### src/hdl/ql_bus_config.svh
//================================================
// QL bus glue configuration
// Bus widths, address masks per RAM size and the
// GoldCard / QL-SD register offsets
//================================================
`ifndef QL_BUS_CONFIG_SVH
`define QL_BUS_CONFIG_SVH

// 68008 bus as seen by the glue
`define QL_ADDR_W 24             // Byte address width
`define QL_DATA_W 16             // Word data path

//================================================
// Address wrap masks
//================================================
`define QL_MASK_128K 24'h03FFFF  // 128k RAM, wraps at 256 KB
`define QL_MASK_1M   24'h0FFFFF  // 640k and 896k, wraps at 1 MB
`define QL_MASK_8M   24'h7FFFFF  // 4 MB RAM plus GoldCard spaces

// GoldCard I/O register offsets, low address byte
`define QL_GC_SHADOW_ON  8'h60   // glo_rena
`define QL_GC_SHADOW_OFF 8'h64   // glo_rdis

// Only QL-SD register that returns data
`define QL_QLSD_RD_ADDR 16'hFEE4

// VRAM sits in the $02xxxx page
`define QL_VRAM_PAGE 8'h02

// Open bus pattern
`define QL_UNMAPPED_DATA 16'hFFFF

`endif

### src/hdl/ql_bus_pkg.sv
//================================================
// QL bus glue types
// RAM size setting and decoded bus regions
//================================================
package ql_bus_pkg;

	// Installed RAM, 4096k also selects GoldCard mode
	typedef enum logic [1:0]
	{
		ram_128k  = 2'd0,
		ram_640k  = 2'd1,
		ram_896k  = 2'd2,
		ram_4096k = 2'd3
	} ram_cfg_e;

	//================================================
	// One region per bus cycle
	//================================================
	typedef enum logic [3:0]
	{
		reg_none        = 4'd0,  // Nothing mapped
		reg_os_rom      = 4'd1,  // $0000-$BFFF
		reg_ext_rom     = 4'd2,  // $C000-$FFFF
		reg_qlsd_data   = 4'd3,  // $FFxx, QL-SD data page
		reg_qlsd_reg    = 4'd4,  // $FEE4 readable register
		reg_ql_io       = 4'd5,  // $18000-$1BFFF
		reg_gc_io       = 4'd6,  // $1C000-$1C0FF
		reg_ram         = 4'd7,  // Base, extended or GoldCard RAM
		reg_gc_boot_rom = 4'd8,  // $040000-$04FFFF
		reg_gc_os_rom   = 4'd9   // $400000-$40FFFF
	} bus_region_e;

	// Other $FEEx/$FEFx addresses only raise qlsd_sel
	// and read as EXT ROM

endpackage

### src/hdl/ql_addr_decode.sv
//================================================
// QL address decoder
// Latches RAM size in reset, masks the CPU address
// and classifies each bus cycle into one region
//================================================
`timescale 1ns/1ps
`include "ql_bus_config.svh"

module ql_addr_decode
(
	input  logic                     clk_sys,
	input  logic                     reset,
	input  ql_bus_pkg::ram_cfg_e     ram_cfg_sel,  // Sampled while reset is high
	input  logic [`QL_ADDR_W-1:1]    cpu_addr_hi,
	input  logic                     cpu_as,
	input  logic                     cpu_rw,
	input  logic                     cpu_uds,
	input  logic                     cpu_lds,
	input  logic                     rom_shadow,   // Opens QL-SD in GoldCard mode
	output ql_bus_pkg::bus_region_e  region,
	output logic                     gc_mode,
	output logic                     cpu_rd,
	output logic                     cpu_wr,
	output logic                     io_sel,
	output logic                     qimi_sel,
	output logic                     zx8302_sel,
	output logic                     qlsd_sel,
	output logic                     gc_io_wr,
	output logic                     vram_wr,
	output logic [`QL_ADDR_W-1:0]    sdram_addr
);
	import ql_bus_pkg::*;

	ram_cfg_e              ram_cfg;
	logic [`QL_ADDR_W-1:0] addr_mask;
	logic [`QL_ADDR_W-1:0] addr;      // Masked byte address
	logic                  byte_lo;
	logic                  in_rom;
	logic                  in_ext_rom;
	logic                  in_ql_io;
	logic                  in_gc_io;
	logic                  in_bram;
	logic                  in_xram;
	logic                  in_gc_ram;
	logic                  in_ram;
	logic                  in_gc_boot;
	logic                  in_gc_os;
	logic                  qlsd_en;
	logic                  qlsd_rd;
	logic                  qlsd_dat;
	logic                  qlsd_page;

	// RAM size held from the end of reset
	always_ff @(posedge clk_sys)
	begin
		if (reset)
			ram_cfg <= ram_cfg_sel;
	end

	assign gc_mode = (ram_cfg == ram_4096k);

	always_comb
	begin
		case (ram_cfg)
			ram_128k:  addr_mask = `QL_MASK_128K;
			ram_640k,
			ram_896k:  addr_mask = `QL_MASK_1M;
			default:   addr_mask = `QL_MASK_8M;
		endcase
	end

	// Lower byte only when LDS alone is active
	assign byte_lo    = !cpu_uds && cpu_lds;
	assign addr       = {cpu_addr_hi, byte_lo} & addr_mask;
	assign sdram_addr = {3'b000, addr[21:1]};

	assign cpu_rd = cpu_as && cpu_rw && (cpu_uds || cpu_lds);
	assign cpu_wr = cpu_as && !cpu_rw && (cpu_uds || cpu_lds);

	//================================================
	// Address space pieces
	//================================================
	assign in_rom     = (addr[23:16] == 8'h00);             // 64k ROM window
	assign in_ext_rom = in_rom && (addr[15:14] == 2'b11);
	assign in_ql_io   = (addr[23:14] == 10'd6);             // $18000
	assign in_gc_io   = gc_mode && (addr[23:8] == 16'h01C0);
	assign in_bram    = (addr[23:17] == 7'd1);              // $20000-$3FFFF

	// Extended RAM by size
	always_comb
	begin
		case (ram_cfg)
			ram_640k:  in_xram = (addr[23:20] == 4'h0) && ^addr[19:18];
			ram_896k:  in_xram = (addr[23:20] == 4'h0) && |addr[19:18];
			ram_4096k: in_xram = (addr[23:22] == 2'b00) && |addr[21:18];
			default:   in_xram = 1'b0;
		endcase
	end

	// Extra GoldCard RAM at $10000 and $1C100
	assign in_gc_ram = gc_mode && ((addr[23:15] == 9'd2) ||
		((addr[23:14] == 10'd7) && !in_gc_io));
	assign in_ram     = in_bram || in_xram || in_gc_ram;
	assign in_gc_boot = gc_mode && !rom_shadow && (addr[23:16] == 8'h04); // Over 4M RAM
	assign in_gc_os   = gc_mode && (addr[23:16] == 8'h40);

	// QL-SD lives in the ROM window on reads
	assign qlsd_en   = (!gc_mode || rom_shadow) && cpu_rd && in_rom;
	assign qlsd_page = (addr[15:4] == 12'hFEE) || (addr[15:4] == 12'hFEF);
	assign qlsd_rd   = qlsd_en && (addr[15:0] == `QL_QLSD_RD_ADDR);
	assign qlsd_dat  = qlsd_en && (addr[15:8] == 8'hFF);
	assign qlsd_sel  = qlsd_en && (qlsd_page || (addr[15:8] == 8'hFF));

	// QL-SD wins over the ROM it overlays
	always_comb
	begin
		if (qlsd_rd)
			region = reg_qlsd_reg;
		else if (qlsd_dat)
			region = reg_qlsd_data;
		else if (in_ext_rom)
			region = reg_ext_rom;
		else if (in_rom)
			region = reg_os_rom;
		else if (in_ql_io)
			region = reg_ql_io;
		else if (in_gc_io)
			region = reg_gc_io;
		else if (in_gc_boot)
			region = reg_gc_boot_rom;
		else if (in_ram)
			region = reg_ram;
		else if (in_gc_os)
			region = reg_gc_os_rom;
		else
			region = reg_none;
	end

	// Peripheral selects with the mouse at $1BFxx
	assign io_sel     = (region == reg_ql_io) && (cpu_rd || cpu_wr);
	assign qimi_sel   = io_sel && (addr[13:8] == 6'h3F);
	assign zx8302_sel = io_sel && !addr[6] && !qimi_sel;
	assign gc_io_wr   = (region == reg_gc_io) && cpu_wr;
	assign vram_wr    = cpu_wr && (addr[23:16] == `QL_VRAM_PAGE);

	// No two peripheral selects share an address
	assert property (@(posedge clk_sys) disable iff (reset)
		$onehot0({qimi_sel, zx8302_sel, qlsd_sel, gc_io_wr, vram_wr}))
		else $error("more than one peripheral select active");

	assert property (@(posedge clk_sys) disable iff (reset)
		(region == reg_gc_io) |-> gc_mode)
		else $error("GoldCard I/O decoded outside GoldCard mode");

endmodule

### src/hdl/gc_shadow_ctrl.sv
//================================================
// GoldCard shadow RAM control
// Enable flag for the OS ROM shadow, set and
// cleared by writes to the GoldCard I/O page
//================================================
`timescale 1ns/1ps
`include "ql_bus_config.svh"

module gc_shadow_ctrl
(
	input  logic       clk_sys,
	input  logic       reset,
	input  logic       gc_io_wr,     // Write into $1C000-$1C0FF
	input  logic       cpu_uds,
	input  logic       cpu_lds,
	input  logic [7:0] cpu_addr_lo,  // Offset inside the GC I/O page
	output logic       rom_shadow
);
	logic reg_wr;

	// Byte writes on the upper strobe only
	assign reg_wr = gc_io_wr && cpu_uds && !cpu_lds;

	//================================================
	// Shadow enable flag
	//================================================
	always_ff @(posedge clk_sys)
	begin
		if (reset)
			rom_shadow <= 1'b0;
		else if (reg_wr)
		begin
			if (cpu_addr_lo == `QL_GC_SHADOW_ON)
				rom_shadow <= 1'b1;          // glo_rena
			else if (cpu_addr_lo == `QL_GC_SHADOW_OFF)
				rom_shadow <= 1'b0;          // glo_rdis
		end
	end

	// Boot always starts from the GoldCard ROM
	assert property (@(posedge clk_sys) reset |=> !rom_shadow)
		else $error("rom_shadow set right after reset");

endmodule

### src/hdl/ql_read_steer.sv
//================================================
// QL read data and acknowledge steering
// Picks CPU read data per mode and region, drives
// SDRAM strobes and the data acknowledge
//================================================
`timescale 1ns/1ps
`include "ql_bus_config.svh"

module ql_read_steer
(
	input  ql_bus_pkg::bus_region_e  region,
	input  logic                     gc_mode,
	input  logic                     rom_shadow,
	input  logic                     cpu_rd,
	input  logic                     cpu_wr,
	input  logic                     io_sel,
	input  logic                     qimi_sel,
	input  logic                     zx8302_sel,
	input  logic                     qlsd_sel,
	input  logic [`QL_DATA_W-1:0]    ql_rom_data,
	input  logic [`QL_DATA_W-1:0]    gc_rom_data,
	input  logic [`QL_DATA_W-1:0]    sdram_data,
	input  logic [`QL_DATA_W-1:0]    io_data,     // Mouse byte in bits 7:0
	input  logic [7:0]               qlsd_data,
	input  logic                     sdram_dtack,
	input  logic                     qlsd_dtack,
	input  logic                     ram_delay_dtack,  // QL bus timing hold-off
	output logic [`QL_DATA_W-1:0]    cpu_din,
	output logic                     cpu_dtack,
	output logic                     sdram_wr,
	output logic                     sdram_oe
);
	import ql_bus_pkg::*;

	logic                  in_os_rom;
	logic                  in_ext_rom;
	logic                  in_ram;
	logic                  qlsd_rd;
	logic                  shadow_rd;
	logic                  shadow_wr;
	logic [`QL_DATA_W-1:0] io_dout;
	logic [`QL_DATA_W-1:0] ql_dout;
	logic [`QL_DATA_W-1:0] gc_boot_dout;
	logic [`QL_DATA_W-1:0] gc_shadow_dout;

	assign in_os_rom  = (region == reg_os_rom);
	assign in_ext_rom = (region == reg_ext_rom) || (region == reg_qlsd_data); // $FFxx is ROM too
	assign in_ram     = (region == reg_ram);
	assign qlsd_rd    = (region == reg_qlsd_reg);

	// Shadow qualifiers on the OS ROM range
	assign shadow_rd = cpu_rd && in_os_rom && rom_shadow;
	assign shadow_wr = cpu_wr && in_os_rom && !rom_shadow;  // Preload while off

	//================================================
	// Read data per mode
	//================================================
	assign io_dout = qimi_sel ? {io_data[7:0], io_data[7:0]} :
		zx8302_sel ? io_data : '0;

	// Plain QL
	assign ql_dout = qlsd_rd ? {qlsd_data, qlsd_data} :
		(in_os_rom || in_ext_rom) ? ql_rom_data :
		in_ram ? sdram_data : `QL_UNMAPPED_DATA;

	// GoldCard boot, GC ROM in both low windows
	assign gc_boot_dout = (in_os_rom || in_ext_rom) ? gc_rom_data :
		(region == reg_gc_boot_rom) ? gc_rom_data :
		(region == reg_gc_os_rom) ? ql_rom_data :
		in_ram ? sdram_data : `QL_UNMAPPED_DATA;

	// GoldCard with OS ROM copy in SDRAM
	assign gc_shadow_dout = in_os_rom ? sdram_data :
		qlsd_rd ? {qlsd_data, qlsd_data} :
		(in_ext_rom || (region == reg_gc_os_rom)) ? ql_rom_data :
		in_ram ? sdram_data : `QL_UNMAPPED_DATA;

	always_comb
	begin
		if (io_sel)
			cpu_din = io_dout;              // Internal I/O always mapped
		else if (!gc_mode)
			cpu_din = ql_dout;
		else if (rom_shadow)
			cpu_din = gc_shadow_dout;
		else
			cpu_din = gc_boot_dout;
	end

	// SDRAM strobes
	assign sdram_oe = (cpu_rd && in_ram) || shadow_rd;
	assign sdram_wr = (cpu_wr && in_ram) || shadow_wr;

	// Acknowledge priority
	always_comb
	begin
		if (qlsd_sel)
			cpu_dtack = qlsd_dtack;
		else if (shadow_rd || shadow_wr)
			cpu_dtack = sdram_dtack;        // Shadow runs at full speed
		else if (in_ram)
			cpu_dtack = sdram_dtack && !ram_delay_dtack;
		else
			cpu_dtack = !ram_delay_dtack;
	end

	always_comb
	begin
		assert (!(sdram_wr && sdram_oe))
			else $error("sdram_wr and sdram_oe both active");
	end

endmodule

### src/hdl/ql_bus_glue.sv
//================================================
// QL bus glue top
// Memory map decode, GoldCard shadow register and
// read steering for the 68008 bus
//================================================
`timescale 1ns/1ps
`include "ql_bus_config.svh"

module ql_bus_glue
(
	input  logic                   clk_sys,
	input  logic                   reset,
	input  logic [`QL_ADDR_W-1:1]  cpu_addr_hi,
	input  logic                   cpu_as,
	input  logic                   cpu_rw,
	input  logic                   cpu_uds,
	input  logic                   cpu_lds,
	input  logic [`QL_DATA_W-1:0]  cpu_dout,     // CPU write data
	input  ql_bus_pkg::ram_cfg_e   ram_cfg_sel,
	input  logic [`QL_DATA_W-1:0]  ql_rom_data,
	input  logic [`QL_DATA_W-1:0]  gc_rom_data,
	input  logic [`QL_DATA_W-1:0]  sdram_data,
	input  logic [`QL_DATA_W-1:0]  io_data,
	input  logic [7:0]             qlsd_data,
	input  logic                   sdram_dtack,
	input  logic                   qlsd_dtack,
	input  logic                   ram_delay_dtack,
	output logic [`QL_DATA_W-1:0]  cpu_din,
	output logic                   cpu_dtack,
	output logic [`QL_ADDR_W-1:0]  sdram_addr,
	output logic [`QL_DATA_W-1:0]  sdram_din,    // Shared write bus for SDRAM and VRAM
	output logic                   sdram_wr,
	output logic                   sdram_oe,
	output logic                   vram_wr,
	output logic                   rom_shadow,
	output logic                   io_sel,
	output logic                   qimi_sel,
	output logic                   zx8302_sel,
	output logic                   qlsd_sel
);
	import ql_bus_pkg::*;

	bus_region_e region;
	logic        gc_mode;
	logic        cpu_rd;
	logic        cpu_wr;
	logic        gc_io_wr;
	logic [7:0]  cpu_addr_lo;

	assign sdram_din = cpu_dout;

	// Byte bit is 0 for upper strobe writes, the only ones the register takes
	assign cpu_addr_lo = {cpu_addr_hi[7:1], 1'b0};

	ql_addr_decode u_decode
	(
		.clk_sys     (clk_sys),
		.reset       (reset),
		.ram_cfg_sel (ram_cfg_sel),
		.cpu_addr_hi (cpu_addr_hi),
		.cpu_as      (cpu_as),
		.cpu_rw      (cpu_rw),
		.cpu_uds     (cpu_uds),
		.cpu_lds     (cpu_lds),
		.rom_shadow  (rom_shadow),
		.region      (region),
		.gc_mode     (gc_mode),
		.cpu_rd      (cpu_rd),
		.cpu_wr      (cpu_wr),
		.io_sel      (io_sel),
		.qimi_sel    (qimi_sel),
		.zx8302_sel  (zx8302_sel),
		.qlsd_sel    (qlsd_sel),
		.gc_io_wr    (gc_io_wr),
		.vram_wr     (vram_wr),
		.sdram_addr  (sdram_addr)
	);

	gc_shadow_ctrl u_shadow
	(
		.clk_sys     (clk_sys),
		.reset       (reset),
		.gc_io_wr    (gc_io_wr),
		.cpu_uds     (cpu_uds),
		.cpu_lds     (cpu_lds),
		.cpu_addr_lo (cpu_addr_lo),
		.rom_shadow  (rom_shadow)
	);

	ql_read_steer u_steer
	(
		.region          (region),
		.gc_mode         (gc_mode),
		.rom_shadow      (rom_shadow),
		.cpu_rd          (cpu_rd),
		.cpu_wr          (cpu_wr),
		.io_sel          (io_sel),
		.qimi_sel        (qimi_sel),
		.zx8302_sel      (zx8302_sel),
		.qlsd_sel        (qlsd_sel),
		.ql_rom_data     (ql_rom_data),
		.gc_rom_data     (gc_rom_data),
		.sdram_data      (sdram_data),
		.io_data         (io_data),
		.qlsd_data       (qlsd_data),
		.sdram_dtack     (sdram_dtack),
		.qlsd_dtack      (qlsd_dtack),
		.ram_delay_dtack (ram_delay_dtack),
		.cpu_din         (cpu_din),
		.cpu_dtack       (cpu_dtack),
		.sdram_wr        (sdram_wr),
		.sdram_oe        (sdram_oe)
	);

endmodule

### config.mk
export PLATFORM = sky130hd
export DESIGN_NAME = ql_bus_glue
export DESIGN_NICKNAME = d
export VERILOG_FILES = /design/src/hdl/ql_bus_pkg.sv /design/src/hdl/ql_addr_decode.sv /design/src/hdl/gc_shadow_ctrl.sv /design/src/hdl/ql_read_steer.sv /design/src/hdl/ql_bus_glue.sv
export VERILOG_INCLUDE_DIRS = /design/src /design/src/hdl
export SDC_FILE = /design/constraint.sdc
export NUM_CORES = 1
export LEC_CHECK = 0
export ABC_AREA = 0
export CAP_MARGIN = 20
export CORE_AREA = 2 2 72 74
export DETAILED_ROUTE_END_ITERATION = 16
export DIE_AREA = 0 0 74 76
export DONT_BUFFER_PORTS = 1
export PLACE_DENSITY = 0.64
export SETUP_SLACK_MARGIN = 0.1
export SLEW_MARGIN = 10
export SYNTH_ARGS = -nofsm -noshare
export SYNTH_HDL_FRONTEND = slang
export SYNTH_SLANG_ARGS = --single-unit
### constraint.sdc
create_clock -name clk_sys -period 2.9 [get_ports clk_sys]
set_clock_uncertainty 0.2 [all_clocks]
set_input_delay 0.29 -clock clk_sys [delete_from_list [all_inputs] [get_ports clk_sys]]
set_output_delay 0.29 -clock clk_sys [all_outputs]
set_load 0.01 [all_outputs]
Word-level counts from Yosys, hierarchy flattened --
Cells that the tools add are included.
Operators by class: bitwise operators 1, eq/ne operators 28, reductions and logical operators 68, multiplexer cells 30
Operator list (number):
- $mux 16 | 14
- $pmux 23 s2 | 1
- $mux 4 | 9
- $logic_and 1x1->1 | 35
- $and 24x23->24 | 1
- $eq 12x12->1 const B | 2
- $eq 10x3->1 const B | 2
- $eq 16x16->1 const B | 1
- $eq 16x9->1 const B | 1
- $eq 4x3->1 const B | 4
- $eq 7x6->1 const B | 2
- $logic_or 1x1->1 | 14
- $eq 9x2->1 const B | 1
- $logic_not 1->1 | 9
- $eq 4x2->1 const B | 2
- $eq 4x4->1 const B | 2
- $eq 8x2->1 const B | 1
- $eq 8x3->1 const B | 1
- $eq 8x7->1 const B | 1
- $eq 8x8->1 const B | 1
- $logic_not 8->1 | 1
- $eq 7x1->1 const B | 1
- $eq 2x2->1 const B | 3
- $eq 6x6->1 const B | 1
- 11 further kinds | 17
Word-level totals: logic and storage cells 129, output and inout port bits 65, input port bits 122, flip-flop bits (word level) 3

Logic depth before layout (Yosys ltp) --
word-level depth 28, gate-level depth with buffers 15

By module --
From an unflattened synthesis, not the netlist that was laid out.
Second synthesis, totals: cell total of the unflattened synthesis 494, area total of the unflattened synthesis 3258.1 um2
By module, submodules not included:
- ql_read_steer | times used 1, cells an instance 363, area each 2262.2 um2
- ql_addr_decode | times used 1, cells an instance 107, area each 792.0 um2
- ql_bus_glue | times used 1, cells an instance 17, area each 123.9 um2
- gc_shadow_ctrl | times used 1, cells an instance 7, area each 80.1 um2

Least setup slack after synthesis --
Ideal clock, no wire load.
path type flip-flop to output port, start reg u_decode.ram_cfg[0], end out cpu_din[11], data arrival time 2.732 ns, path slack -0.322 ns, required time 2.410 ns, stages on the path, launching flop included 15, path through edfxtp_1 inv_1 ha_1 nand2b_1 ha_1 nor4bb_1 a211o_1 a21oi_1 o21ai_2 and2_1 buf_4 buf_6 o221a_2 o21ai_0 a32oi_1
Between the ends: word-level cells in the longest chain between the ends 28, elaborated cells on any way between the ends 80, those cells by class eq/ne (18); mux (25); bitwise (1); reduce/logical (36)
RTL lines:
- start: declaration | RTL line ql_addr_decode.sv:34 | ram_cfg_e ram_cfg;
- start signal: assignment | RTL line ql_addr_decode.sv:57 | ram_cfg <= ram_cfg_sel;
- $eq 2x1->1 / $eq 2x2->1 (equally long branches) | RTL line ql_addr_decode.sv:64, ql_addr_decode.sv:92
- $reduce_or 2->1 | RTL line ql_addr_decode.sv:64 | case (ram_cfg)
- $pmux 23 s2 | RTL line ql_addr_decode.sv:64
- $and 24x23->24 | RTL line ql_addr_decode.sv:74 | assign addr = {cpu_addr_hi, byte_lo} & addr_mask;
- $eq 16x9->1 | RTL line ql_addr_decode.sv:86 | assign in_gc_io = gc_mode && (addr[23:8] == 16'h01C0);
- $logic_and 1x1->1 | RTL line ql_addr_decode.sv:86
- $logic_not 1->1 | RTL line ql_addr_decode.sv:102 | ((addr[23:14] == 10'd7) && !in_gc_io));
- $logic_and 1x1->1 | RTL line ql_addr_decode.sv:102
- [10 not listed]
- $mux 4 | RTL line ql_addr_decode.sv:117 | if (qlsd_rd)
- $eq 4x2->1 | RTL line ql_read_steer.sv:47 | assign in_ext_rom = (region == reg_ext_rom) || (region == reg_qlsd_data);
- $logic_or 1x1->1 | RTL line ql_read_steer.sv:47
- $logic_or 1x1->1 | RTL line ql_read_steer.sv:75 | (in_ext_rom || (region == reg_gc_os_rom)) ? ql_rom_data :
- $mux 16 (no source line) (3 in series)
- $mux 16 | RTL line ql_read_steer.sv:84 | else if (rom_shadow)
- $mux 16 | RTL line ql_read_steer.sv:82 | else if (!gc_mode)
- $mux 16 * | RTL line ql_read_steer.sv:80 | if (io_sel)
- end: declaration | RTL line ql_bus_glue.sv:28 | output logic [`QL_DATA_W-1:0] cpu_din,
Every way passes the cells marked *; elsewhere a longest branch is shown, timed or not.

Worst setup path in the final report --
start reg u_decode.ram_cfg[1], end out cpu_din[15]
Same word-level chain as after synthesis.

==> flow_metrics.tcl <==
set metrics [dict create \
    synth_compound_area_share_pct 44.3 \
    syn2layout_area_growth_pct 41.0 \
    drv_cap 0 \
    ys.flop_type "edfxtp_1" \
    dieArea_mm2 0.00562 \
    start_kind "flip-flop" \
    vias_per_cell 6.64 \
    r2r-start "u_decode.ram_cfg[1]" \
    ys_async_sr_fraction_pct 0 \
    finalCritPeriodShare_pct 113 \
    synth_fa_ha_area_share_pct 3.21 \
    cts_buffer_depth 2 \
    setup_viol 21 \
    nNetsFinal 518 \
    powerDensity_mw_per_mm2 216 \
    dp_hpwl_mm 7.03 \
    initialDrtViolationCount 205 \
    synth_top_area_share_pct 12.2 \
    cts_max_level 1 \
    clockRootBuffer "clkbuf_8" \
    coreArea_mm2 0.00491 \
    rsz0062_at_grt "yes" \
    place_area_mm2 0.00283 \
    ys_ff_latch 3 \
    final_cell_mix "buf_4, nor2_1, a21oi_1, nand2_1" \
    io_pins 187 \
    synth_area_leaders "buf_4, a21oi_1, nor2_1, o21ai_0, o221a_2" \
    status "complete, but fails checks" \
    dieWidth_um 74 \
    final_common_cell "buf_4" \
    crit_path_start "u_decode.ram_cfg[1]" \
    routed_wl_mm 9.35 \
    cp_max_fo 8 \
    die_y_um 76 \
    clock_latency_ps 210 \
    grt_pass1_vias 3151 \
    leakagePower_nw 1.21 \
    yosysSeqAreaShare_pct 3.42 \
    crit_type "reg -> out" \
    violations "negative setup slack" \
    fmax_mhz 305 \
    firstDrtPassIters 4 \
    critPathArrivalTime_ps 2780 \
    cts-buffers-inserted 3 \
    drive_gt1_share_pct 44.2 \
    postRouteAntennaNets 0 \
    finalHoldViolations 0 \
    clk_pin_slew_ps 30 \
    overflow 0 \
    cts_tree "yes" \
    synth_xor_area_share_pct 0.374 \
    syn_avg_cell_area_um2 6.71 \
    period_needed_ps 3270 \
    drcViolationCount 0 \
    syn_area_mm2 0.00234 \
    antenna_found_initial 0 \
    synth_edf_count 2 \
    hp-start "cpu_lds" \
    cts_sinks 3 \
    start_util_pct 47.7 \
    yosysUniqueCellTypes 68 \
    grt_pass1_wl_mm 14.7 \
    cp-end-kind "primary output" \
    crit_required_ps 2410 \
    yosys.area.top_type "buf_4" \
    io_buffers 0 \
    synth-simple-area-share_pct 30.2 \
    drv_slew 0 \
    timing.final.ws_setup_ps -374 \
    hold_path.class "in -> reg" \
    maxSlewHeadroom_pct 65.3 \
    synth_top_family_by_area "compound AO/OA/AOI/OAI gates" \
    grt_usage_pct 32.0 \
    n_antenna_cell 0 \
    pre_cts_ws_ps -261 \
    wire_per_inst_um 20.4 \
    yosysWarnings 0 \
    peakVddDrop_mv 0.315 \
    place_congestion 0.943 \
    synthMuxAreaShare_pct 0.855 \
    row_count 26 \
    tightest_slew_ps 520 \
    power_w 0.000715 \
    vias 3047 \
    syn_inst 349 \
    final_area_mm2 0.00330 \
    grt_max_degree 23 \
]
-- final timing paths --
| check | slack [ps] | to | cells past startpoint |
|---|---|---|---|
| setup reg to reg | 90 | u_shadow.rom_shadow | 10 |
| hold reg to reg | 560 | u_shadow.rom_shadow | 3 |
| hold / removal | 360 | u_shadow.rom_shadow | 6 |
| setup / recovery | -370 | cpu_din[15] | 14 |
-- cells by family after synthesis --
kind of cell,Yosys count
and+or+nand+nor,125
buffers and inverters,66
xor gates and xnor gates,1
other,1
adders and majority gates,6
DFF,3
muxes,2
AOI/OAI and AO/OA,145
-- sequential cells by signal (all words and copies together) (netlist names) --
register / flops
u_decode.ram_cfg: 2
u_shadow.rom_shadow: 1
-- metrics by stage --
step	util, %	TNS (ps)	cells	hold slack, ps
final	67.2	-5800	459	362
after global routing	67.2	-8580	459	380
after CTS	65.0	-5790	457	361
after detailed placement	57.6	-3450	438	167
after global placement	57.6	-2370	438	166
after floorplan	-	-1040	351	163
-- metal layers --
metal	track usage (%)	wire length [um]
met4	6.36	109
met2	57.1	4810
met5	0	0
met3	4.37	752
met1	40.0	3680
-- worst max-delay path: stages (launching register included) --
cell      delay (ps)
edfxtp_1         390
inv_2            100
ha_4             140
nand2b_4         130
ha_4             180
nor4bb_4         230
a211o_1          180
a21oi_2           70
o21ai_2          210
and2_4           190
buf_12           120
o221a_4          170
o21ai_2           60
a32oi_2          240
buf_4            160
-- cell type report --
cell class,count,area [um^2]
clock buffer,4,45.0
fill,407,1610
inverter,8,33.8
multi-input combinational,282,2260
sequential,3,80.1
tap,70,87.6
timing repair buffer,92,800
-- synth_stat cells, types with 3 or more instances --
cell type   n
or3_1       3
a21oi_1    34
a21o_1      4
or2_2       3
o21ai_1     4
o21ai_0    18
o211ai_1    8
a211o_1     3
o21a_1      3
inv_1       7
o22a_1      5
buf_4      38
nor2_1     32
o221a_2     8
a31oi_1     3
nand2_1    18
nor2b_1     4
nand3_1     6
o22ai_1     7
o221ai_1   10
and2_1      6
and4_1      3
o2bb2ai_1   5
nand2b_1    8
a211oi_1    6
a311oi_1    3
ha_1        6
a32oi_1     4
a221oi_1    4
o31ai_1     3
nor4_1      7
clkbuf_1    9
nor3b_1     9
buf_2       9
nor3_1     10
-- report_power, final --
part,leakage [nW],internal (W),switching [W]
combinational,1.16,0.000283,0.000263
clock,0.0228,0.0000935,0.0000252
sequential,0.0276,0.0000486,0.00000153
-- repair_timing --
item / CTS / global route
cloned: 0 / 0
pin swaps: 25 / 20
hold buffers: 4 / 0
setup buffers: 11 / 2
setup endpoints to repair: 23 / 23
endpoints found under the hold margin: 5 / 0
resized for setup: 50 / 22
Note: power is estimated with default switching activity, not from simulation.
